File: config.mk
export PLATFORM = sky130hd
export DESIGN_NAME = burst_writer
export DESIGN_NICKNAME = d
export VERILOG_FILES = /design/src/dram_fifo_cfg_pkg.sv /design/src/dram_fifo_types_pkg.sv /design/src/burst_writer.sv
export SDC_FILE = /design/constraint.sdc
export NUM_CORES = 1
export LEC_CHECK = 0
export BUFFER_PORTS_ARGS = -buffer_cell sky130_fd_sc_hd__buf_2
export CAP_MARGIN = 30
export CORE_MARGIN = 1
export CORE_UTILIZATION = 25
export DETAILED_ROUTE_END_ITERATION = 8
export PLACE_DENSITY = 0.67
export SYNTH_ARGS = -nofsm -noshare
export SYNTH_HDL_FRONTEND = slang
export SYNTH_SLANG_ARGS = --single-unit
File: constraint.sdc
create_clock -name ddr3_axi_clk -period 1.7 [get_ports ddr3_axi_clk]
set_input_delay 0 -clock ddr3_axi_clk [delete_from_list [all_inputs] [get_ports ddr3_axi_clk]]
set_output_delay 0 -clock ddr3_axi_clk [all_outputs]
set_load 0.05 [all_outputs]
File: src/dram_fifo_cfg_pkg.sv
// --------------------------------------------------------------------------
// stream FIFO sizing constants
// widths and the default burst, timeout and ring depth of the top level
// --------------------------------------------------------------------------

package dram_fifo_cfg_pkg;

  // --------------------------------------------------------------------------
  // stream word
  // --------------------------------------------------------------------------
  localparam int DATA_W = 64;           // tdata width of one beat

  // --------------------------------------------------------------------------
  // release policy defaults
  // --------------------------------------------------------------------------
  // a group leaves the write side once this many beats are waiting
  localparam int DEF_BURST_LEN = 8;     // beats per release group
  // partial groups are flushed after this many idle cycles
  localparam int DEF_TIMEOUT   = 28;    // cycles since last accepted beat

  // --------------------------------------------------------------------------
  // ring memory
  // --------------------------------------------------------------------------
  localparam int DEF_DEPTH_LOG2 = 6;    // 64 slots by default

endpackage : dram_fifo_cfg_pkg

File: src/dram_fifo_types_pkg.sv
// --------------------------------------------------------------------------
// stream FIFO interconnect types
// beats, ring writes and ring read returns passed between the blocks
// --------------------------------------------------------------------------

package dram_fifo_types_pkg;

  // --------------------------------------------------------------------------
  // stream beat
  // --------------------------------------------------------------------------
  typedef struct packed {
    logic [dram_fifo_cfg_pkg::DATA_W-1:0] data;  // payload word
    logic                                 last;  // tlast of the beat
  } stream_beat_t;                               // 65 bits

  // --------------------------------------------------------------------------
  // writer to ring
  // --------------------------------------------------------------------------
  // rel makes every unreleased beat visible to the reader,
  // including a beat written in the same cycle
  typedef struct packed {
    stream_beat_t beat;  // beat to store
    logic         we;    // store beat at write pointer
    logic         rel;   // release all pending beats
  } mem_wr_t;            // 67 bits

  // --------------------------------------------------------------------------
  // ring to reader
  // --------------------------------------------------------------------------
  // valid exactly one cycle after a pop
  typedef struct packed {
    stream_beat_t beat;   // oldest released beat
    logic         valid;  // beat is present this cycle
  } mem_rd_t;             // 66 bits

endpackage : dram_fifo_types_pkg

File: src/burst_writer.sv
// --------------------------------------------------------------------------
// burst writer
// stores accepted beats in the ring and releases them per group or on timeout
// --------------------------------------------------------------------------

`timescale 1ns/1ps

module burst_writer #(
  parameter int BURST_LEN = dram_fifo_cfg_pkg::DEF_BURST_LEN,
  parameter int TIMEOUT   = dram_fifo_cfg_pkg::DEF_TIMEOUT
) (
  input  logic                              ddr3_axi_clk,
  input  logic                              i_rst,
  // input stream
  input  dram_fifo_types_pkg::stream_beat_t i_s_beat,
  input  logic                              i_s_valid,
  output logic                              o_s_ready,
  // ring write side
  input  logic                              i_full,
  output dram_fifo_types_pkg::mem_wr_t      o_wr
);

  import dram_fifo_types_pkg::*;

  localparam int CNT_W = $clog2(BURST_LEN + 1);  // holds 0..BURST_LEN
  localparam int TMR_W = $clog2(TIMEOUT + 1);    // holds 0..TIMEOUT

  logic             accept;     // beat transfers this cycle
  logic             rel_full;   // this beat completes a group
  logic             rel_tmo;    // idle timer expired with beats pending
  logic [CNT_W-1:0] unrel_cnt;  // beats written but not yet released
  logic [TMR_W-1:0] idle_cnt;   // cycles since the last acceptance

  // --------------------------------------------------------------------------
  // handshake and release decision
  // --------------------------------------------------------------------------
  assign o_s_ready = ~i_full;                    // room in ring means ready
  assign accept    = i_s_valid & o_s_ready;

  // group closes on the edge that brings the count to BURST_LEN
  assign rel_full = accept && (unrel_cnt == CNT_W'(BURST_LEN - 1));

  // exactly TIMEOUT edges after the last acceptance
  assign rel_tmo = !accept && (unrel_cnt != '0) &&
                   (idle_cnt == TMR_W'(TIMEOUT - 1));

  always_comb begin
    o_wr.beat = i_s_beat;                        // data goes straight to memory
    o_wr.we   = accept;                          // written at the same edge
    o_wr.rel  = rel_full | rel_tmo;              // publish pending beats
  end

  // --------------------------------------------------------------------------
  // pending count and idle timer
  // --------------------------------------------------------------------------
  always_ff @(posedge ddr3_axi_clk) begin
    if (i_rst) begin
      unrel_cnt <= '0;
      idle_cnt  <= '0;
    end else begin
      if (o_wr.rel) begin
        unrel_cnt <= '0;                         // everything now visible
      end else if (accept) begin
        unrel_cnt <= unrel_cnt + CNT_W'(1);
      end

      if (accept || o_wr.rel) begin
        idle_cnt <= '0;                          // restart on traffic or flush
      end else if (unrel_cnt != '0) begin
        idle_cnt <= idle_cnt + TMR_W'(1);        // only runs while beats wait
      end
    end
  end

  // --------------------------------------------------------------------------
  // checks
  // --------------------------------------------------------------------------
  // the count must close a group before passing its size
  a_unrel_bound : assert property (
    @(posedge ddr3_axi_clk) disable iff (i_rst)
    unrel_cnt <= CNT_W'(BURST_LEN)
  ) else $error("burst_writer: unreleased count above group size");

endmodule : burst_writer

==> metrics.txt, run 1 <==
Fillers 413; Pins Over Slew Limit 0; fin crit share 91.4%; Via density 4.27; vias in the first global route 487; FMAX 644 MHz; IR drop worst, VDD 0.000317 V; NetSw 0.000128 W; worst path cell trace ha_1 -> nand4b_1 -> a211oi_1 -> a21o_1 -> buf_2; Pwr per Cell Area 781 nW/um^2; fin nets 149; peak fanout along the critical path 4; Placed Area 616 sq um; Clk network pwr share 47.5%; I/O pins 137; Die Span Y 65.8 um; Setup crit end kind output port; drt total wl 1.27 mm; run status finished, final reports clean; TritonCTS clock tree built; antenna diode count 0; slowest library cell on the worst path dfxtp_1; DRC Markers 0; WL per Instance 10.3 um; Seq cells post-synth 9; Critical Path AT 1.55 ns; worst skew pair latency 0.24 ns; input/output buffers 6; Startpoint Class register; Avg Inst Size Synth 7.82 sq um; Final Core Density 18.0%; Worst Max-Slew Pin Slew 0.310 ns; largest net degree at the start of global routing 9; Hold Crit Start i_s_beat[57]; GP Congestion 0.890; Hold Vio Cnt, Final 0; most frequent cells in the layout 9 x dfxtp_1, 8 x a21oi_1; Switching Share 24.1%; Die X 65.8 um; Ys Warns 0; Internal Power 0.000402 W; Yosys cell types 27; leakage 0.251 nW; DRT antenna net count 0; syn_nets 202; Initial Utilization 26.9%; area leader, netlist buf_4; synthesized instance count 130; maximum root-to-sink buffer count 2; crit path time final 1.55 ns; CTS buffer count 3; First DRT Iteration DRCs 19; CTS sink count 9; CTS resizes 0; Worst R2R End idle_cnt[4]$_SDFFE_PP0P_; via count 529; max_cap viols 0; synthesized area 1020 sq um; First-pass DRT Iterations 4; Root Buffer clkbuf_8; Finished Layout Cells 124; core area 3770 sq um; CP required 1.70 ns; H-tree Lvls 1; Setup CP Type register to output port; Comb pwr share 10.9%; Reg2Reg Setup Slack 0.16 ns; commonest non-fill, non-tap cell in the layout dfxtp_1; Die Area 4320 sq um; Sequential Power Share 41.6%; post-DP HPWL 930 um; Worst R2R Start unrel_cnt[0]$_SDFFE_PP0P_; clock skew 0.00361 ns; initial antenna violation count 0; design area 678 sq um; layout cells sized above 1 21.1%; RSZ-0062 raised after global routing false; post-synthesis sequential area ratio 17.7%; P&R area growth vs syn -33.3%; first-pass GRT wire length 2.04 mm; Worst-path clk slew 0.04 ns; WP buf/inv 1; Synth top area share 48.8%; Max stage delay on crit path 0.36 ns; GRT Resource Usage Total 6.00%; synth top area cells buf_4 49%, dfxtp_1 18%, a21oi_1 3.9%; Hold EP o_wr[59]; row cnt 22; CP top delay family flip-flops; slew margin rel. 79.2%; final setup fails 0; Min-Delay Path Class input pin to output port; Hold Path Depth 0; gr ovfl total 0; placed cells 118; R2R cell count 5; TNS Setup 0 ns
-- power groups by stage --
stage	clock network (W)	registers (W)	logic, W
detailed placement	0	0.000224	0.0000556
finish	0.000251	0.000221	0.0000579
global route	0.000268	0.000221	0.0000637
CTS	0.000257	0.000220	0.0000574
global placement	0	0.000224	0.0000551
floorplan	0	0.000223	0.000454
-- synthesized netlist by cell type --
cell / n
buf_4: 66
dfxtp_1: 9
a21oi_1: 8
inv_1: 6
nand2_1: 6
nand3_1: 6
a211oi_1: 3
ha_1: 3
clkbuf_2: 2
nand3b_1: 2
o211ai_1: 2
o21ai_0: 2
a21o_1: 1
a31oi_1: 1
a41o_1: 1
inv_2: 1
nand2b_1: 1
nand4b_1: 1
nor3b_1: 1
nor3b_2: 1
o21a_1: 1
o22ai_1: 1
o31ai_1: 1
or2b_2: 1
or3_1: 1
or3b_2: 1
or4_1: 1
-- worst max path at each step --
stage	depth (start not counted)	end	startpoint	slack (ns)
2_1_floorplan	5	idle_cnt[4]$_SDFFE_PP0P_	unrel_cnt[0]$_SDFFE_PP0P_	0.27
3_3_place_gp	5	o_wr[0]	idle_cnt[0]$_SDFFE_PP0P_	0.13
3_5_place_dp	5	idle_cnt[3]$_SDFFE_PP0P_	idle_cnt[0]$_SDFFE_PP0P_	0.20
4_1_cts	5	o_wr[0]	idle_cnt[0]$_SDFFE_PP0P_	0.14
5_1_grt	5	o_wr[0]	idle_cnt[0]$_SDFFE_PP0P_	0.02
6_report	5	o_wr[0]	idle_cnt[0]$_SDFFE_PP0P_	0.15
-- routing by layer --
| metal | wire length [um] | vias up | part of all wire (%) | global-route usage [%] |
|---|---|---|---|---|
| met5 | 0 | - | 0 | 0 |
| met3 | 143 | 11 | 11 | 2.26 |
| met4 | 53 | 0 | 4.2 | 5.43 |
| li1 | - | 257 | - | - |
| met2 | 510 | 20 | 40 | 8.29 |
| met1 | 565 | 241 | 44 | 7.03 |
-- registers in the layout, summed over array words and instances, names as in the netlist --
signal,count
idle_cnt,5
unrel_cnt,4
-- cell families (layout without fill, tap and decap cells) --
logic type,after synthesis,in the layout,share of synthesized area (%)
buffers and inverters,75,21,52.3
flip-flops,9,9,17.7
adder cells (fa/ha/maj),3,3,3.69
AO/OA/AOI/OAI,21,21,13.1
AND/OR/NAND/NOR,22,22,13.2
-- per-stage QoR --
stage                     worst slack, ns  power, W  hold slack (ns)
after global routing               0.0166  0.000553        0.0000718
after global placement              0.129  0.000279         0.000341
after CTS                           0.141  0.000535         0.000341
final                               0.147  0.000530        0.0000170
after floorplan                     0.266  0.000677           0.0728
after detailed placement            0.197  0.000280         0.000341
-- cell type report --
cell class | instances | area [sq um] | area share (%)
clock buffer | 4 | 45.0 | 6.64
inverter | 7 | 26.3 | 3.87
multi-input combinational | 46 | 304 | 44.8
sequential | 9 | 180 | 26.6
tap | 48 | 60.1 | 8.86
timing repair buffer | 10 | 62.6 | 9.23
-- worst register-to-register path, delay by kind of cell, from the launching register on --
kind                     cells  cell delay (ns)
AO/OA/AOI/OAI                1             0.12
adder cells (fa/ha/maj)      1             0.23
buffers and inverters        1             0.08
flip-flops                   1             0.38
AND/OR/NAND/NOR              2             0.66
-- timing repair --
action,CTS,global route
hold buffers,1,0
setup buffers,1,0
endpoints found under the hold margin,1,0
setup endpoints to repair,1,0
Note: power is estimated with default switching activity, not from simulation.
==> run 2: changes to the inputs <==
ABC_AREA = 1   (was unset)
PLACE_DENSITY = 0.66   (was 0.67)
==> metrics.txt, run 2 <==
maximum root-to-sink buffer count 2; Ys Warns 0; First-pass DRT Iterations 4; TritonCTS clock tree built; Worst Max-Slew Pin Slew 0.249 ns; largest net degree at the start of global routing 9; Finished Layout Cells 139; GP Congestion 0.744; CTS resizes 0; Synth top area share 47.5%; synth top area cells buf_4 48%, dfxtp_1 17%, nand2_1 6.8%; drt total wl 1.34 mm; I/O pins 137; Min-Delay Path Class input pin to output port; design area 684 sq um; DRC Markers 0; most frequent cells in the layout 19 x nand2_1, 14 x inv_1, 13 x nor2_1; Critical Path AT 1.47 ns; Post-Synth Simple-Gate Area 21.2%; IR drop worst, VDD 0.000167 V; Setup crit end kind output port; mux contribution to synthesized area 0%; Hold EP o_wr[13]; fin crit share 86.7%; layout cells sized above 1 19.1%; wl on met1 492 um; clock skew 0.000691 ns; Hold-fix buffers, CTS 0; CP required 1.70 ns; Compound-Gate Fraction of Synth Area 2.76%; Die Span Y 66.6 um; Synth Area in Adders 3.60%; via count 519; Top Layer Used met4; syn_nets 217; Post-CTS Setup Inserts 0; Startpoint Class register; Die Area 4430 sq um; Pins Over Slew Limit 0; placed cells 135; Regs by FF count idle_cnt: 5 flops, unrel_cnt: 4 flops; post-DP HPWL 1.05 mm; gr ovfl total 0; run status finished, final reports clean; synthesized instance count 145; Placed Area 639 sq um; row cnt 23; input/output buffers 6; Hold Crit Start i_s_beat[11]; final setup fails 0; core area 4000 sq um; WL per Instance 9.62 um; RSZ-0062 raised after global routing false; Via density 3.73; GRT Resource Usage Total 6.74%; max FFs per register 5; P&R area growth vs syn -34.3%; first-pass GRT wire length 2.21 mm; Worst R2R Start unrel_cnt[0]$_SDFFE_PP0P_; Seq cells post-synth 9; worst skew pair latency 0.23 ns; detailed route wirelength on metal2 525 um; predominant post-synthesis flop cell dfxtp_1; synthesized area 1040 sq um; antenna diode count 0; First DRT Iteration DRCs 35; Worst R2R End idle_cnt[0]$_SDFFE_PP0P_; most numerous cell in the Yosys netlist buf_4; area leader, netlist buf_4; Pwr per Cell Area 777 nW/um^2; Hold Path Depth 0; initial antenna violation count 0; DRT antenna net count 0; main combinational cell family by area after synthesis buffers and inverters; Root Buffer clkbuf_8; H-tree Lvls 1; leakage 0.299 nW; Hold Vio Cnt, Final 0; Yosys cell types 19; peak fanout along the critical path 3; Avg Inst Size Synth 7.19 sq um; post-synthesis sequential area ratio 17.3%; vias in the first global route 493; R2R cell count 6; Initial Utilization 26.1%; fin nets 162; TNS Setup 0 ns; slew margin rel. 83.5%; Async SR Flop Fraction 0%; Worst-path clk slew 0.05 ns; xor and xnor area share after synthesis 2.52%; commonest non-fill, non-tap cell in the layout nand2_1; Largest Register idle_cnt; number of synthesized flops with an enable pin 0; FMAX 678 MHz; CTS sink count 9; Setup CP Type register to output port; CTS buffer count 3; max_cap viols 0; top cells by count, synth 66 x buf_4, 19 x nand2_1, 14 x inv_1; crit path time final 1.47 ns; met3 wire len 173 um; Die X 66.6 um; Reg2Reg Setup Slack 0.50 ns
run 2: cell count changes after synthesis, sizes merged, moves of 3 or more:
cell / before / now
a211oi: 3 / 0
a21oi: 8 / 2
inv: 7 / 14
nand2: 6 / 22
nor2: 0 / 15
xor2: 0 / 3
run 2: layer usage:
layer	track usage (%)	vias to the layer above
met4	11.2	0
met3	3.60	22
li1	-	262
met5	0	-
met2	7.83	27
met1	6.52	208
run 2: kinds of logic (layout without fill, tap and decap cells):
kind of cell,Yosys count,in the layout
adder cells (fa/ha/maj),3,3
XOR/XNOR,3,3
AND/OR/NAND/NOR,45,45
AO/OA/AOI/OAI,5,5
buffers and inverters,80,24
flip-flops,9,9
run 2: how the worst max path moves through the flow:
stage / from / to / slack, ns / cells after the start
global placement: unrel_cnt[0]$_SDFFE_PP0P_ / o_wr[0] / 0.49 / 6
CTS: unrel_cnt[0]$_SDFFE_PP0P_ / o_wr[0] / 0.22 / 6
finish: unrel_cnt[0]$_SDFFE_PP0P_ / o_wr[0] / 0.23 / 6
detailed placement: unrel_cnt[0]$_SDFFE_PP0P_ / o_wr[0] / 0.47 / 6
floorplan: unrel_cnt[0]$_SDFFE_PP0P_ / o_wr[0] / 0.47 / 5
global route: unrel_cnt[0]$_SDFFE_PP0P_ / o_wr[0] / 0.10 / 6
run 2: through the flow:
stage	total power, W	hold slack, ns	worst slack [ns]	utilization, %
after floorplan	0.000688	0.167	0.474	-
after global placement	0.000288	0.000341	0.487	16.0
after detailed placement	0.000289	0.000341	0.468	16.0
after CTS	0.000541	0.000341	0.215	17.1
after global routing	0.000556	0.0000718	0.102	17.1
final	0.000532	0.0000140	0.226	17.1
run 2: worst max-delay path, cell delays in order (launching register included):
cell	delay, ns
dfxtp_1	0.36
inv_1	0.07
ha_1	0.26
a21oi_2	0.16
nand2_2	0.08
nand2_1	0.06
buf_2	0.25
run 2: cell type report:
type	count	area, sq um
fill	459	3320
clock buffer	4	45.0
multi-input combinational	56	314
timing repair buffer	6	30.0
tap	50	62.6
sequential	9	180
inverter	14	52.6
run 2: power by group:
group	total, W	switching (W)	internal [W]
Combinational	0.0000630	0.0000418	0.0000212
Clock	0.000247	0.0000833	0.000163
Sequential	0.000222	0.00000476	0.000217
