## src/dram_fifo_cfg_pkg.sv

```systemverilog
// --------------------------------------------------------------------------
// stream FIFO sizing constants
// widths and the default burst, timeout and ring depth of the top level
// --------------------------------------------------------------------------

package dram_fifo_cfg_pkg;

  // --------------------------------------------------------------------------
  // stream word
  // --------------------------------------------------------------------------
  localparam int DATA_W = 64;           // tdata width of one beat

  // --------------------------------------------------------------------------
  // release policy defaults
  // --------------------------------------------------------------------------
  // a group leaves the write side once this many beats are waiting
  localparam int DEF_BURST_LEN = 8;     // beats per release group
  // partial groups are flushed after this many idle cycles
  localparam int DEF_TIMEOUT   = 28;    // cycles since last accepted beat

  // --------------------------------------------------------------------------
  // ring memory
  // --------------------------------------------------------------------------
  localparam int DEF_DEPTH_LOG2 = 6;    // 64 slots by default

endpackage : dram_fifo_cfg_pkg

```

## src/dram_fifo_types_pkg.sv

```systemverilog
// --------------------------------------------------------------------------
// stream FIFO interconnect types
// beats, ring writes and ring read returns passed between the blocks
// --------------------------------------------------------------------------

package dram_fifo_types_pkg;

  // --------------------------------------------------------------------------
  // stream beat
  // --------------------------------------------------------------------------
  typedef struct packed {
    logic [dram_fifo_cfg_pkg::DATA_W-1:0] data;  // payload word
    logic                                 last;  // tlast of the beat
  } stream_beat_t;                               // 65 bits

  // --------------------------------------------------------------------------
  // writer to ring
  // --------------------------------------------------------------------------
  // rel makes every unreleased beat visible to the reader,
  // including a beat written in the same cycle
  typedef struct packed {
    stream_beat_t beat;  // beat to store
    logic         we;    // store beat at write pointer
    logic         rel;   // release all pending beats
  } mem_wr_t;            // 67 bits

  // --------------------------------------------------------------------------
  // ring to reader
  // --------------------------------------------------------------------------
  // valid exactly one cycle after a pop
  typedef struct packed {
    stream_beat_t beat;   // oldest released beat
    logic         valid;  // beat is present this cycle
  } mem_rd_t;             // 66 bits

endpackage : dram_fifo_types_pkg

```

## src/burst_reader.sv

```systemverilog
// --------------------------------------------------------------------------
// burst reader
// drains released beats into an output queue and drives the output stream
// --------------------------------------------------------------------------

`timescale 1ns/1ps

module burst_reader #(
  parameter int BURST_LEN = dram_fifo_cfg_pkg::DEF_BURST_LEN
) (
  input  logic                              ddr3_axi_clk,
  input  logic                              i_rst,
  // ring read side
  input  logic                              i_has_released,
  output logic                              o_pop,
  input  dram_fifo_types_pkg::mem_rd_t      i_rd,
  // output stream
  output dram_fifo_types_pkg::stream_beat_t o_m_beat,
  output logic                              o_m_valid,
  input  logic                              i_m_ready
);

  import dram_fifo_types_pkg::*;

  localparam int QDEPTH = 2 * BURST_LEN;          // room for two groups
  localparam int PTR_W  = $clog2(QDEPTH);
  localparam int CNT_W  = $clog2(QDEPTH + 1);     // holds 0..QDEPTH

  stream_beat_t     q_mem [QDEPTH];               // output queue storage
  logic [PTR_W-1:0] q_wr_ptr;
  logic [PTR_W-1:0] q_rd_ptr;
  logic [CNT_W-1:0] q_cnt;                        // beats sitting in the queue
  logic [CNT_W-1:0] occ_cnt;                      // queued plus in flight
  logic [CNT_W-1:0] occ_nxt;
  logic             out_fire;                     // output transfer this cycle

  // --------------------------------------------------------------------------
  // pop control
  // --------------------------------------------------------------------------
  // a slot is reserved at pop time, so a pop per cycle never overruns
  assign o_pop    = i_has_released && (occ_cnt != CNT_W'(QDEPTH));
  assign out_fire = o_m_valid & i_m_ready;

  always_comb begin
    occ_nxt = occ_cnt;
    if (o_pop)    occ_nxt = occ_nxt + CNT_W'(1);
    if (out_fire) occ_nxt = occ_nxt - CNT_W'(1);
  end

  // --------------------------------------------------------------------------
  // queue control
  // --------------------------------------------------------------------------
  always_ff @(posedge ddr3_axi_clk) begin
    if (i_rst) begin
      q_wr_ptr <= '0;
      q_rd_ptr <= '0;
      q_cnt    <= '0;
      occ_cnt  <= '0;
    end else begin
      occ_cnt <= occ_nxt;
      if (i_rd.valid) begin                       // read data lands in queue
        q_wr_ptr <= (q_wr_ptr == PTR_W'(QDEPTH - 1)) ? '0 : q_wr_ptr + PTR_W'(1);
      end
      if (out_fire) begin
        q_rd_ptr <= (q_rd_ptr == PTR_W'(QDEPTH - 1)) ? '0 : q_rd_ptr + PTR_W'(1);
      end
      case ({i_rd.valid, out_fire})
        2'b10:   q_cnt <= q_cnt + CNT_W'(1);
        2'b01:   q_cnt <= q_cnt - CNT_W'(1);
        default: q_cnt <= q_cnt;                  // none or both
      endcase
    end
  end

  // queue payload
  always_ff @(posedge ddr3_axi_clk) begin
    if (i_rd.valid) q_mem[q_wr_ptr] <= i_rd.beat;
  end

  // --------------------------------------------------------------------------
  // output stream
  // --------------------------------------------------------------------------
  assign o_m_valid = (q_cnt != '0);
  assign o_m_beat  = q_mem[q_rd_ptr];             // head of queue

  // --------------------------------------------------------------------------
  // checks
  // --------------------------------------------------------------------------
  // credit taken at pop must cover the beat arriving a cycle later
  a_q_no_overflow : assert property (
    @(posedge ddr3_axi_clk) disable iff (i_rst)
    !(i_rd.valid && (q_cnt == CNT_W'(QDEPTH)) && !out_fire)
  ) else $error("burst_reader: output queue overflow");

endmodule : burst_reader

```

## config.mk

```make
export PLATFORM = sky130hd
export DESIGN_NAME = burst_reader
export DESIGN_NICKNAME = d
export VERILOG_FILES = /design/src/dram_fifo_cfg_pkg.sv /design/src/dram_fifo_types_pkg.sv /design/src/burst_reader.sv
export SDC_FILE = /design/constraint.sdc
export NUM_CORES = 1
export LEC_CHECK = 0
export BUFFER_PORTS_ARGS = -buffer_cell sky130_fd_sc_hd__buf_2
export CAP_MARGIN = 20
export CORE_AREA = 2 2 370 372
export CTS_CLUSTER_SIZE = 14
export DETAILED_ROUTE_END_ITERATION = 8
export DIE_AREA = 0 0 372 374
export MAX_ROUTING_LAYER = met4
export PLACE_DENSITY = 0.44
export SKIP_LAST_GASP = 1
export SLEW_MARGIN = 20
export SYNTH_ARGS = -nofsm -noshare
export SYNTH_HDL_FRONTEND = slang
export SYNTH_SLANG_ARGS = --single-unit
```

## constraint.sdc

```tcl
create_clock -name ddr3_axi_clk -period 2.65 [get_ports ddr3_axi_clk]
set_input_delay 0.1325 -clock ddr3_axi_clk [delete_from_list [all_inputs] [get_ports ddr3_axi_clk]]
set_output_delay 0.1325 -clock ddr3_axi_clk [all_outputs]
set_load 0.01 [all_outputs]
```

==> impl_metrics.csv, run 1 <==
group,metric,value,unit
route,final_antenna_net_count,0,
cells_and_area,fin_util,36.8,%
logic_synthesis,yosys.area.top_type,"edfxtp_1",
logic_synthesis,synth-seq-cells,1062,
timing,fin_crit_sh,114,%
logic_synthesis,synthArstFlopShare,0,%
logic_synthesis,synth_top_area_share,77.3,%
timing,rsz0062_at_grt,"true",
clocking,cts_max_path_buffers,3,
power_and_ir_drop,report.power.total,0.0444,W
setup_path,arrival,2.88,ns
floorplan,row_count,135,
timing,whs,0.328,ns
setup_path,worstReg2RegEnd,"q_cnt[4]$_SDFFE_PP0P_",
global_routing,groute.layer.met2.usage,24.4,%
clocking,cts_buffers,115,
setup_path,rrSetupSlack,0.07,ns
timing,maxSlewViolCount,0,
clocking,htreeDepth,3,
logic_synthesis,syn-cell-area,0.0404,mm2
floorplan,dieArea,0.139,mm2
timing,hold_viol_final,0,
hold_path,hold_path_depth,2,
hold_path,holdCritStartpoint,"i_rd[55]",
global_routing,use_met3,2.40,%
clocking,clock_latency,0.72,ns
setup_path,critical_path_peak_fanout,11,
floorplan,die_x,372,um
route,drt_iter0_markers,1443,
power_and_ir_drop,power_density,894,mW/mm2
timing,tightest_slew,0.611,ns
logic_synthesis,synth_edf_count,1040,
route,vias,18400,
logic_synthesis,yosys-top-cells-area,"edfxtp_1, mux4_2, dfxtp_1, buf_6, ha_1",
floorplan,die_h,374,um
cells_and_area,nFillCells,12200,
status,violations,"negative setup slack",
status,outcome,"complete, but fails checks",
cells_and_area,drive_above_1_share,37.0,%
placement,placedCellCount,3507,
floorplan,core_area,0.135,mm2
clocking,clock-root-buffer,"clkbuf_16",
route,dr.pass1.iters,7,
route,wl_per_cell,27.1,um
timing,skew,0.0281,ns
logic_synthesis,synth_cells,1599,
power_and_ir_drop,power.leakage,15.3,nW
setup_path,path_class,"reg -> out",
timing,setup_slack,-0.363,ns
placement,gp_congestion,0.690,
setup_path,rr_worst_depth,10,
global_routing,grt_use_total,15.4,%
logic_synthesis,syn-mean-instance-area,25.3,um2
timing,max_freq,332,MHz
hold_path,hp-class,"in -> reg",
global_routing,grt_pass1_vias,20100,
cells_and_area,nNetsFinal,2036,
global_routing,grt_antenna_before_repair,7,
clocking,clkSlewWorstSetupHoldPaths,0.06,ns
timing,setup_viol,65,
hold_path,hold_end,"q_mem[8][54]$_DFFE_PP_",
placement,hpwl,52.6,mm
global_routing,grt_first_pass_wirelength,148,mm
logic_synthesis,ys_warn_count,0,
timing,setup_total_negative_slack,-17.93,ns
logic_synthesis,ys_seq_area_share,78.4,%
logic_synthesis,yosysMostFrequentCell,"edfxtp_1",
global_routing,top_usage_layer,"met2",
global_routing,gr-usage-met1,20.8,%
setup_path,end_kind,"primary output",
floorplan,start_util,29.9,%
cells_and_area,areaGrowthSynthToFinish,22.8,%
clocking,cts_tree,"done",
timing,max_slew_margin,59.2,%
cells_and_area,stdcell_count,3831,
logic_synthesis,synth_common_cells,"edfxtp_1, mux4_2, clkbuf_1, buf_6, dfxtp_1",
floorplan,num_io_pins,137,
power_and_ir_drop,peakVddDrop,0.517,mV
global_routing,grt_start_max_net_pins,74,
logic_synthesis,synth_ff_type,"edfxtp_1",
setup_path,r2r-start,"q_cnt[1]$_SDFFE_PP0P_",
setup_path,start_kind,"register",
route,drc,0,
placement,io_buffers,136,
route,vias_per_cell,4.81,
logic_synthesis,syn-num-nets,1681,
route,routed_wl,104,mm
timing,min_period,3.01,ns
run,maxCapViolations,0,
logic_synthesis,yosys.cell_types.count,48,
setup_path,required,2.52,ns
clocking,clkSinkCount,1062,
global_routing,grt.overflow.total,0,
==> worst max-delay path by stage <==
stage | from | endpoint | slack (ns) | cells past startpoint
3_5_place_dp | q_cnt[1]$_SDFFE_PP0P_ | q_cnt[4]$_SDFFE_PP0P_ | 0.04 | 9
4_1_cts | register | o_m_beat[24] | -0.47 | 5
6_report | register | o_m_beat[24] | -0.36 | 5
5_1_grt | register | o_m_beat[26] | -0.46 | 5
3_3_place_gp | q_cnt[3]$_SDFFE_PP0P_ | q_cnt[4]$_SDFFE_PP0P_ | 0.11 | 9
2_1_floorplan | q_cnt[1]$_SDFFE_PP0P_ | q_cnt[4]$_SDFFE_PP0P_ | 0.01 | 10
==> flip-flops by register name (all words and copies together) (netlist names), named ones only <==
| signal | flops |
|---|---|
| q_mem | 1040 |
| occ_cnt | 5 |
| q_cnt | 5 |
| q_wr_ptr | 4 |
| q_rd_ptr | 4 |
==> logic make-up after synthesis <==
family          Yosys count  share of synthesized area, %
compound gates           33                         0.567
mux                     328                          18.2
xor+xnor                 11                         0.273
fa+ha+maj                12                         0.372
flops                  1062                          78.4
simple gates             67                         0.957
buf+inv                  86                          1.26
==> critical path, cell delays in order (launching register included) <==
cell and delay (ns):
dfxtp_4 0.42, buf_16 0.20, bufbuf_16 0.34, mux4_2 0.51, mux4_2 0.48, buf_2 0.18
==> cell type report <==
class	count	area [um2]	share of cell area (%)
sequential	1062	31700	63.9
multi-input combinational	451	8320	16.8
clock buffer	146	3020	6.08
tap	1781	2230	4.49
antenna	5	12.5	0.0252
timing repair buffer	317	3620	7.30
clock inverter	62	689	1.39
inverter	7	28.8	0.0580
==> layer usage <==
metal  vias to the layer above  wire length, um
li1                       7720                -
met1                     10200            47200
met2                       362            50900
met3                       127             3960
met4                         0             1850
met5                         -                0
==> power by group <==
group	total [W]	internal, W	switching [W]
Sequential	0.0189	0.0187	0.000167
Clock	0.0158	0.00920	0.00659
Combinational	0.00967	0.00544	0.00423
Total	0.0444	0.0334	0.0110
==> stage by stage <==
| stage | area, um2 | worst slack [ns] |
|---|---|---|
| after global routing | 49600 | -0.464 |
| final | 49600 | -0.363 |
| after CTS | 49200 | -0.469 |
| after floorplan | 40500 | 0.0102 |
| after detailed placement | 44100 | 0.0439 |
| after global placement | 44100 | 0.112 |
==> layout by cell type, fill, tap and decap left out, drive strengths merged, types with 3 or more instances in the layout <==
master / n
dlygate4sd3: 70
a211o: 3
and2: 19
a21oi: 11
clkbuf: 153
buf: 238
edfxtp: 1040
mux4: 325
clkinvlp: 5
xnor2: 3
xor2: 7
bufinv: 12
dfxtp: 22
inv: 12
ha: 12
diode: 5
nor2: 11
o21ai: 6
nand2: 10
clkinv: 40
nor3: 5
==> repair_timing <==
action,4_1_cts,5_1_grt
hold buffers,70,0
setup buffers,13,8
resized for setup,43,30
gates cloned,13,8
setup endpoints to repair,65,67
endpoints found under the hold margin,1062,0
(Power assumes the default switching activity.)
==> inputs of run 2 (changes only) <==
--- a/config.mk
+++ b/config.mk
@@ -7,10 +7,10 @@
 export LEC_CHECK = 0
 export BUFFER_PORTS_ARGS = -buffer_cell sky130_fd_sc_hd__buf_2
 export CAP_MARGIN = 20
-export CORE_AREA = 2 2 370 372
+export CORE_AREA = 10 10 378 380
 export CTS_CLUSTER_SIZE = 14
 export DETAILED_ROUTE_END_ITERATION = 8
-export DIE_AREA = 0 0 372 374
+export DIE_AREA = 0 0 388 390
 export MAX_ROUTING_LAYER = met4
 export PLACE_DENSITY = 0.44
 export SKIP_LAST_GASP = 1
==> run 2 against run 1 <==
  * The run still ends with negative setup slack left
  * Cell area is essentially flat
  * Fmax grew 2.2%
  * Clock-buffer cell count shrank 12
  * Sequential cell count is the same
  * Non-clock buffer count grew 22
  * Critical path depth grew 1
  * Critical path type unchanged
  * Critical endpoint is now o_m_beat[53]
==> impl_metrics.csv, run 2 (synthesis results as in run 1) <==
group,metric,value,unit
route,drc,0,
floorplan,start_util,29.9,%
setup_path,rrSetupSlack,0.07,ns
floorplan,die_h,390,um
hold_path,holdCritStartpoint,"i_rd[18]",
setup_path,arrival,2.82,ns
timing,max_freq,339,MHz
timing,setup_slack,-0.298,ns
setup_path,start_kind,"register",
power_and_ir_drop,peakVddDrop,0.547,mV
placement,hpwl,54.0,mm
global_routing,grt_start_max_net_pins,68,
power_and_ir_drop,seq_power_share,43.5,%
floorplan,row_count,135,
power_and_ir_drop,power.leakage,15.3,nW
cells_and_area,stdcell_count,3852,
hold_path,hold_path_depth,2,
global_routing,grt_first_pass_wirelength,148,mm
power_and_ir_drop,comb_power_share,23.0,%
route,vias_per_cell,4.82,
timing,setup_viol,65,
floorplan,core_area,0.135,mm2
cells_and_area,largest_reg_flops,1040,
clocking,cts_tree,"done",
cells_and_area,nNetsFinal,2054,
timing,fin_crit_sh,111,%
clocking,clock-root-buffer,"clkbuf_16",
cells_and_area,areaGrowthSynthToFinish,22.9,%
setup_path,end_kind,"primary output",
timing,min_period,2.95,ns
timing,rsz0062_at_grt,"true",
placement,io_buffers,136,
clocking,clkSinkCount,1062,
power_and_ir_drop,power.switching,0.0107,W
timing,maxSlewViolCount,0,
route,dr.pass1.iters,5,
clocking,htreeDepth,3,
timing,setup_total_negative_slack,-15.41,ns
clocking,clkSlewWorstSetupHoldPaths,0.06,ns
route,wl_per_cell,27.2,um
status,outcome,"complete, but fails checks",
global_routing,grt.overflow.total,0,
clocking,clock_latency,0.71,ns
timing,tightest_slew,0.527,ns
floorplan,die_x,388,um
cells_and_area,reg.largest.list,"q_mem x1040, occ_cnt x5, q_cnt x5",
route,vias,18600,
setup_path,r2r-start,"q_cnt[3]$_SDFFE_PP0P_",
global_routing,grt_use_total,13.9,%
run,maxCapViolations,0,
placement,pre_cts_ws,0.108,ns
timing,hold_viol_final,0,
cells_and_area,mostFrequentLayoutCells,"edfxtp_1, mux4_2, clkbuf_16",
route,final_antenna_net_count,0,
power_and_ir_drop,p_int,0.0327,W
floorplan,dieArea,0.151,mm2
power_and_ir_drop,swShare,24.7,%
setup_path,rr_worst_depth,8,
status,violations,"negative setup slack",
floorplan,num_io_pins,137,
route,drt_iter0_markers,1488,
cells_and_area,nFillCells,12100,
placement,placedCellCount,3514,
route,routed_wl,105,mm
setup_path,path_class,"reg -> out",
setup_path,required,2.52,ns
timing,max_slew_margin,64.9,%
hold_path,hold_end,"q_mem[9][17]$_DFFE_PP_",
hold_path,hp-class,"in -> reg",
clocking,cts_buffers,111,
cells_and_area,regMostFlops,"q_mem",
cells_and_area,final_common_cell,"edfxtp_1",
clocking,cts_max_path_buffers,3,
power_and_ir_drop,clockPowerShare,33.5,%
global_routing,grt_antenna_before_repair,14,
timing,skew,0.0320,ns
setup_path,critical_path_peak_fanout,6,
placement,gp_congestion,0.705,
global_routing,grt_pass1_vias,20000,
setup_path,worstReg2RegEnd,"q_cnt[4]$_SDFFE_PP0P_",
power_and_ir_drop,report.power.total,0.0435,W
cells_and_area,drive_above_1_share,37.5,%
power_and_ir_drop,power_density,875,mW/mm2
## run 2: cell count changes in the layout (fill, tap and decap cells not counted), moves of 2 or more
cell and change:
bufbuf_16 +2, buf_2 -8, buf_4 +11, clkbuf_16 +4, clkinv_16 -2, clkinv_1 +10, diode_2 +5, inv_6 -2
buf_6 +12, clkinvlp_4 -3, bufinv_16 -8, clkbuf_1 -11, clkinv_2 +11
## run 2: layout make-up
cell class / count / area, um2 / area share [%]
multi-input combinational: 451 / 8310 / 16.7
sequential: 1062 / 31700 / 63.8
antenna: 10 / 25.0 / 0.0504
clock inverter: 68 / 434 / 0.875
clock buffer: 134 / 2950 / 5.94
timing repair buffer: 339 / 3990 / 8.03
tap: 1781 / 2230 / 4.49
inverter: 7 / 26.3 / 0.0529
## run 2: worst max-delay path, stage by stage (launching register included)
cell and delay, ns:
dfxtp_4 0.42, buf_12 0.16, clkbuf_16 0.19, buf_16 0.14
mux4_2 0.52, mux4_2 0.51, buf_6 0.14
## run 2: worst max path at each step
| stage | from | end | cells past startpoint |
|---|---|---|---|
| finish | register | o_m_beat[53] | 6 |
| global route | register | o_m_beat[47] | 6 |
| CTS | register | o_m_beat[63] | 4 |
| detailed placement | q_cnt[3]$_SDFFE_PP0P_ | q_cnt[4]$_SDFFE_PP0P_ | 9 |
| global placement | q_cnt[3]$_SDFFE_PP0P_ | q_cnt[4]$_SDFFE_PP0P_ | 9 |
| floorplan | q_cnt[1]$_SDFFE_PP0P_ | q_cnt[4]$_SDFFE_PP0P_ | 10 |
## run 2: stage by stage
stage               instance area [um2]  hold WS, ns  util (%)
floorplan                         40500        0.231         -
global placement                  44200        0.480      32.7
detailed placement                44200        0.489      32.7
CTS                               48900        0.283      36.2
global route                      49600        0.331      36.8
finish                            49600        0.337      36.8
## run 2: layer usage
layer  wire (um)  share of wire (%)  track usage [%]  vias up
met5           0                  0                -        -
met4        1950                1.9             3.49        0
met3        4420                4.2             2.43      137
met2       52200                 50             22.5      389
met1       46000                 44             18.1    10300
li1            -                  -                -     7751
## run 2: timing repair
| item | in CTS | in global routing |
|---|---|---|
| buffers inserted | 16 | 15 |
| endpoints found under the setup margin | 65 | 67 |
| hold endpoints to repair | 1061 | 0 |
| gates resized for setup | 26 | 57 |
| hold buffers | 70 | 0 |
| pin swaps | 0 | 0 |
| gates cloned | 10 | 16 |
## run 2: power groups by stage
| stage | clock, W | sequential, W | combinational [W] |
|---|---|---|---|
| after floorplan | 0 | 0.0192 | 0.00563 |
| after global placement | 0 | 0.0192 | 0.00800 |
| after detailed placement | 0 | 0.0193 | 0.00806 |
| after CTS | 0.0150 | 0.0189 | 0.00909 |
| after global routing | 0.0157 | 0.0189 | 0.0108 |
| final | 0.0146 | 0.0189 | 0.0100 |
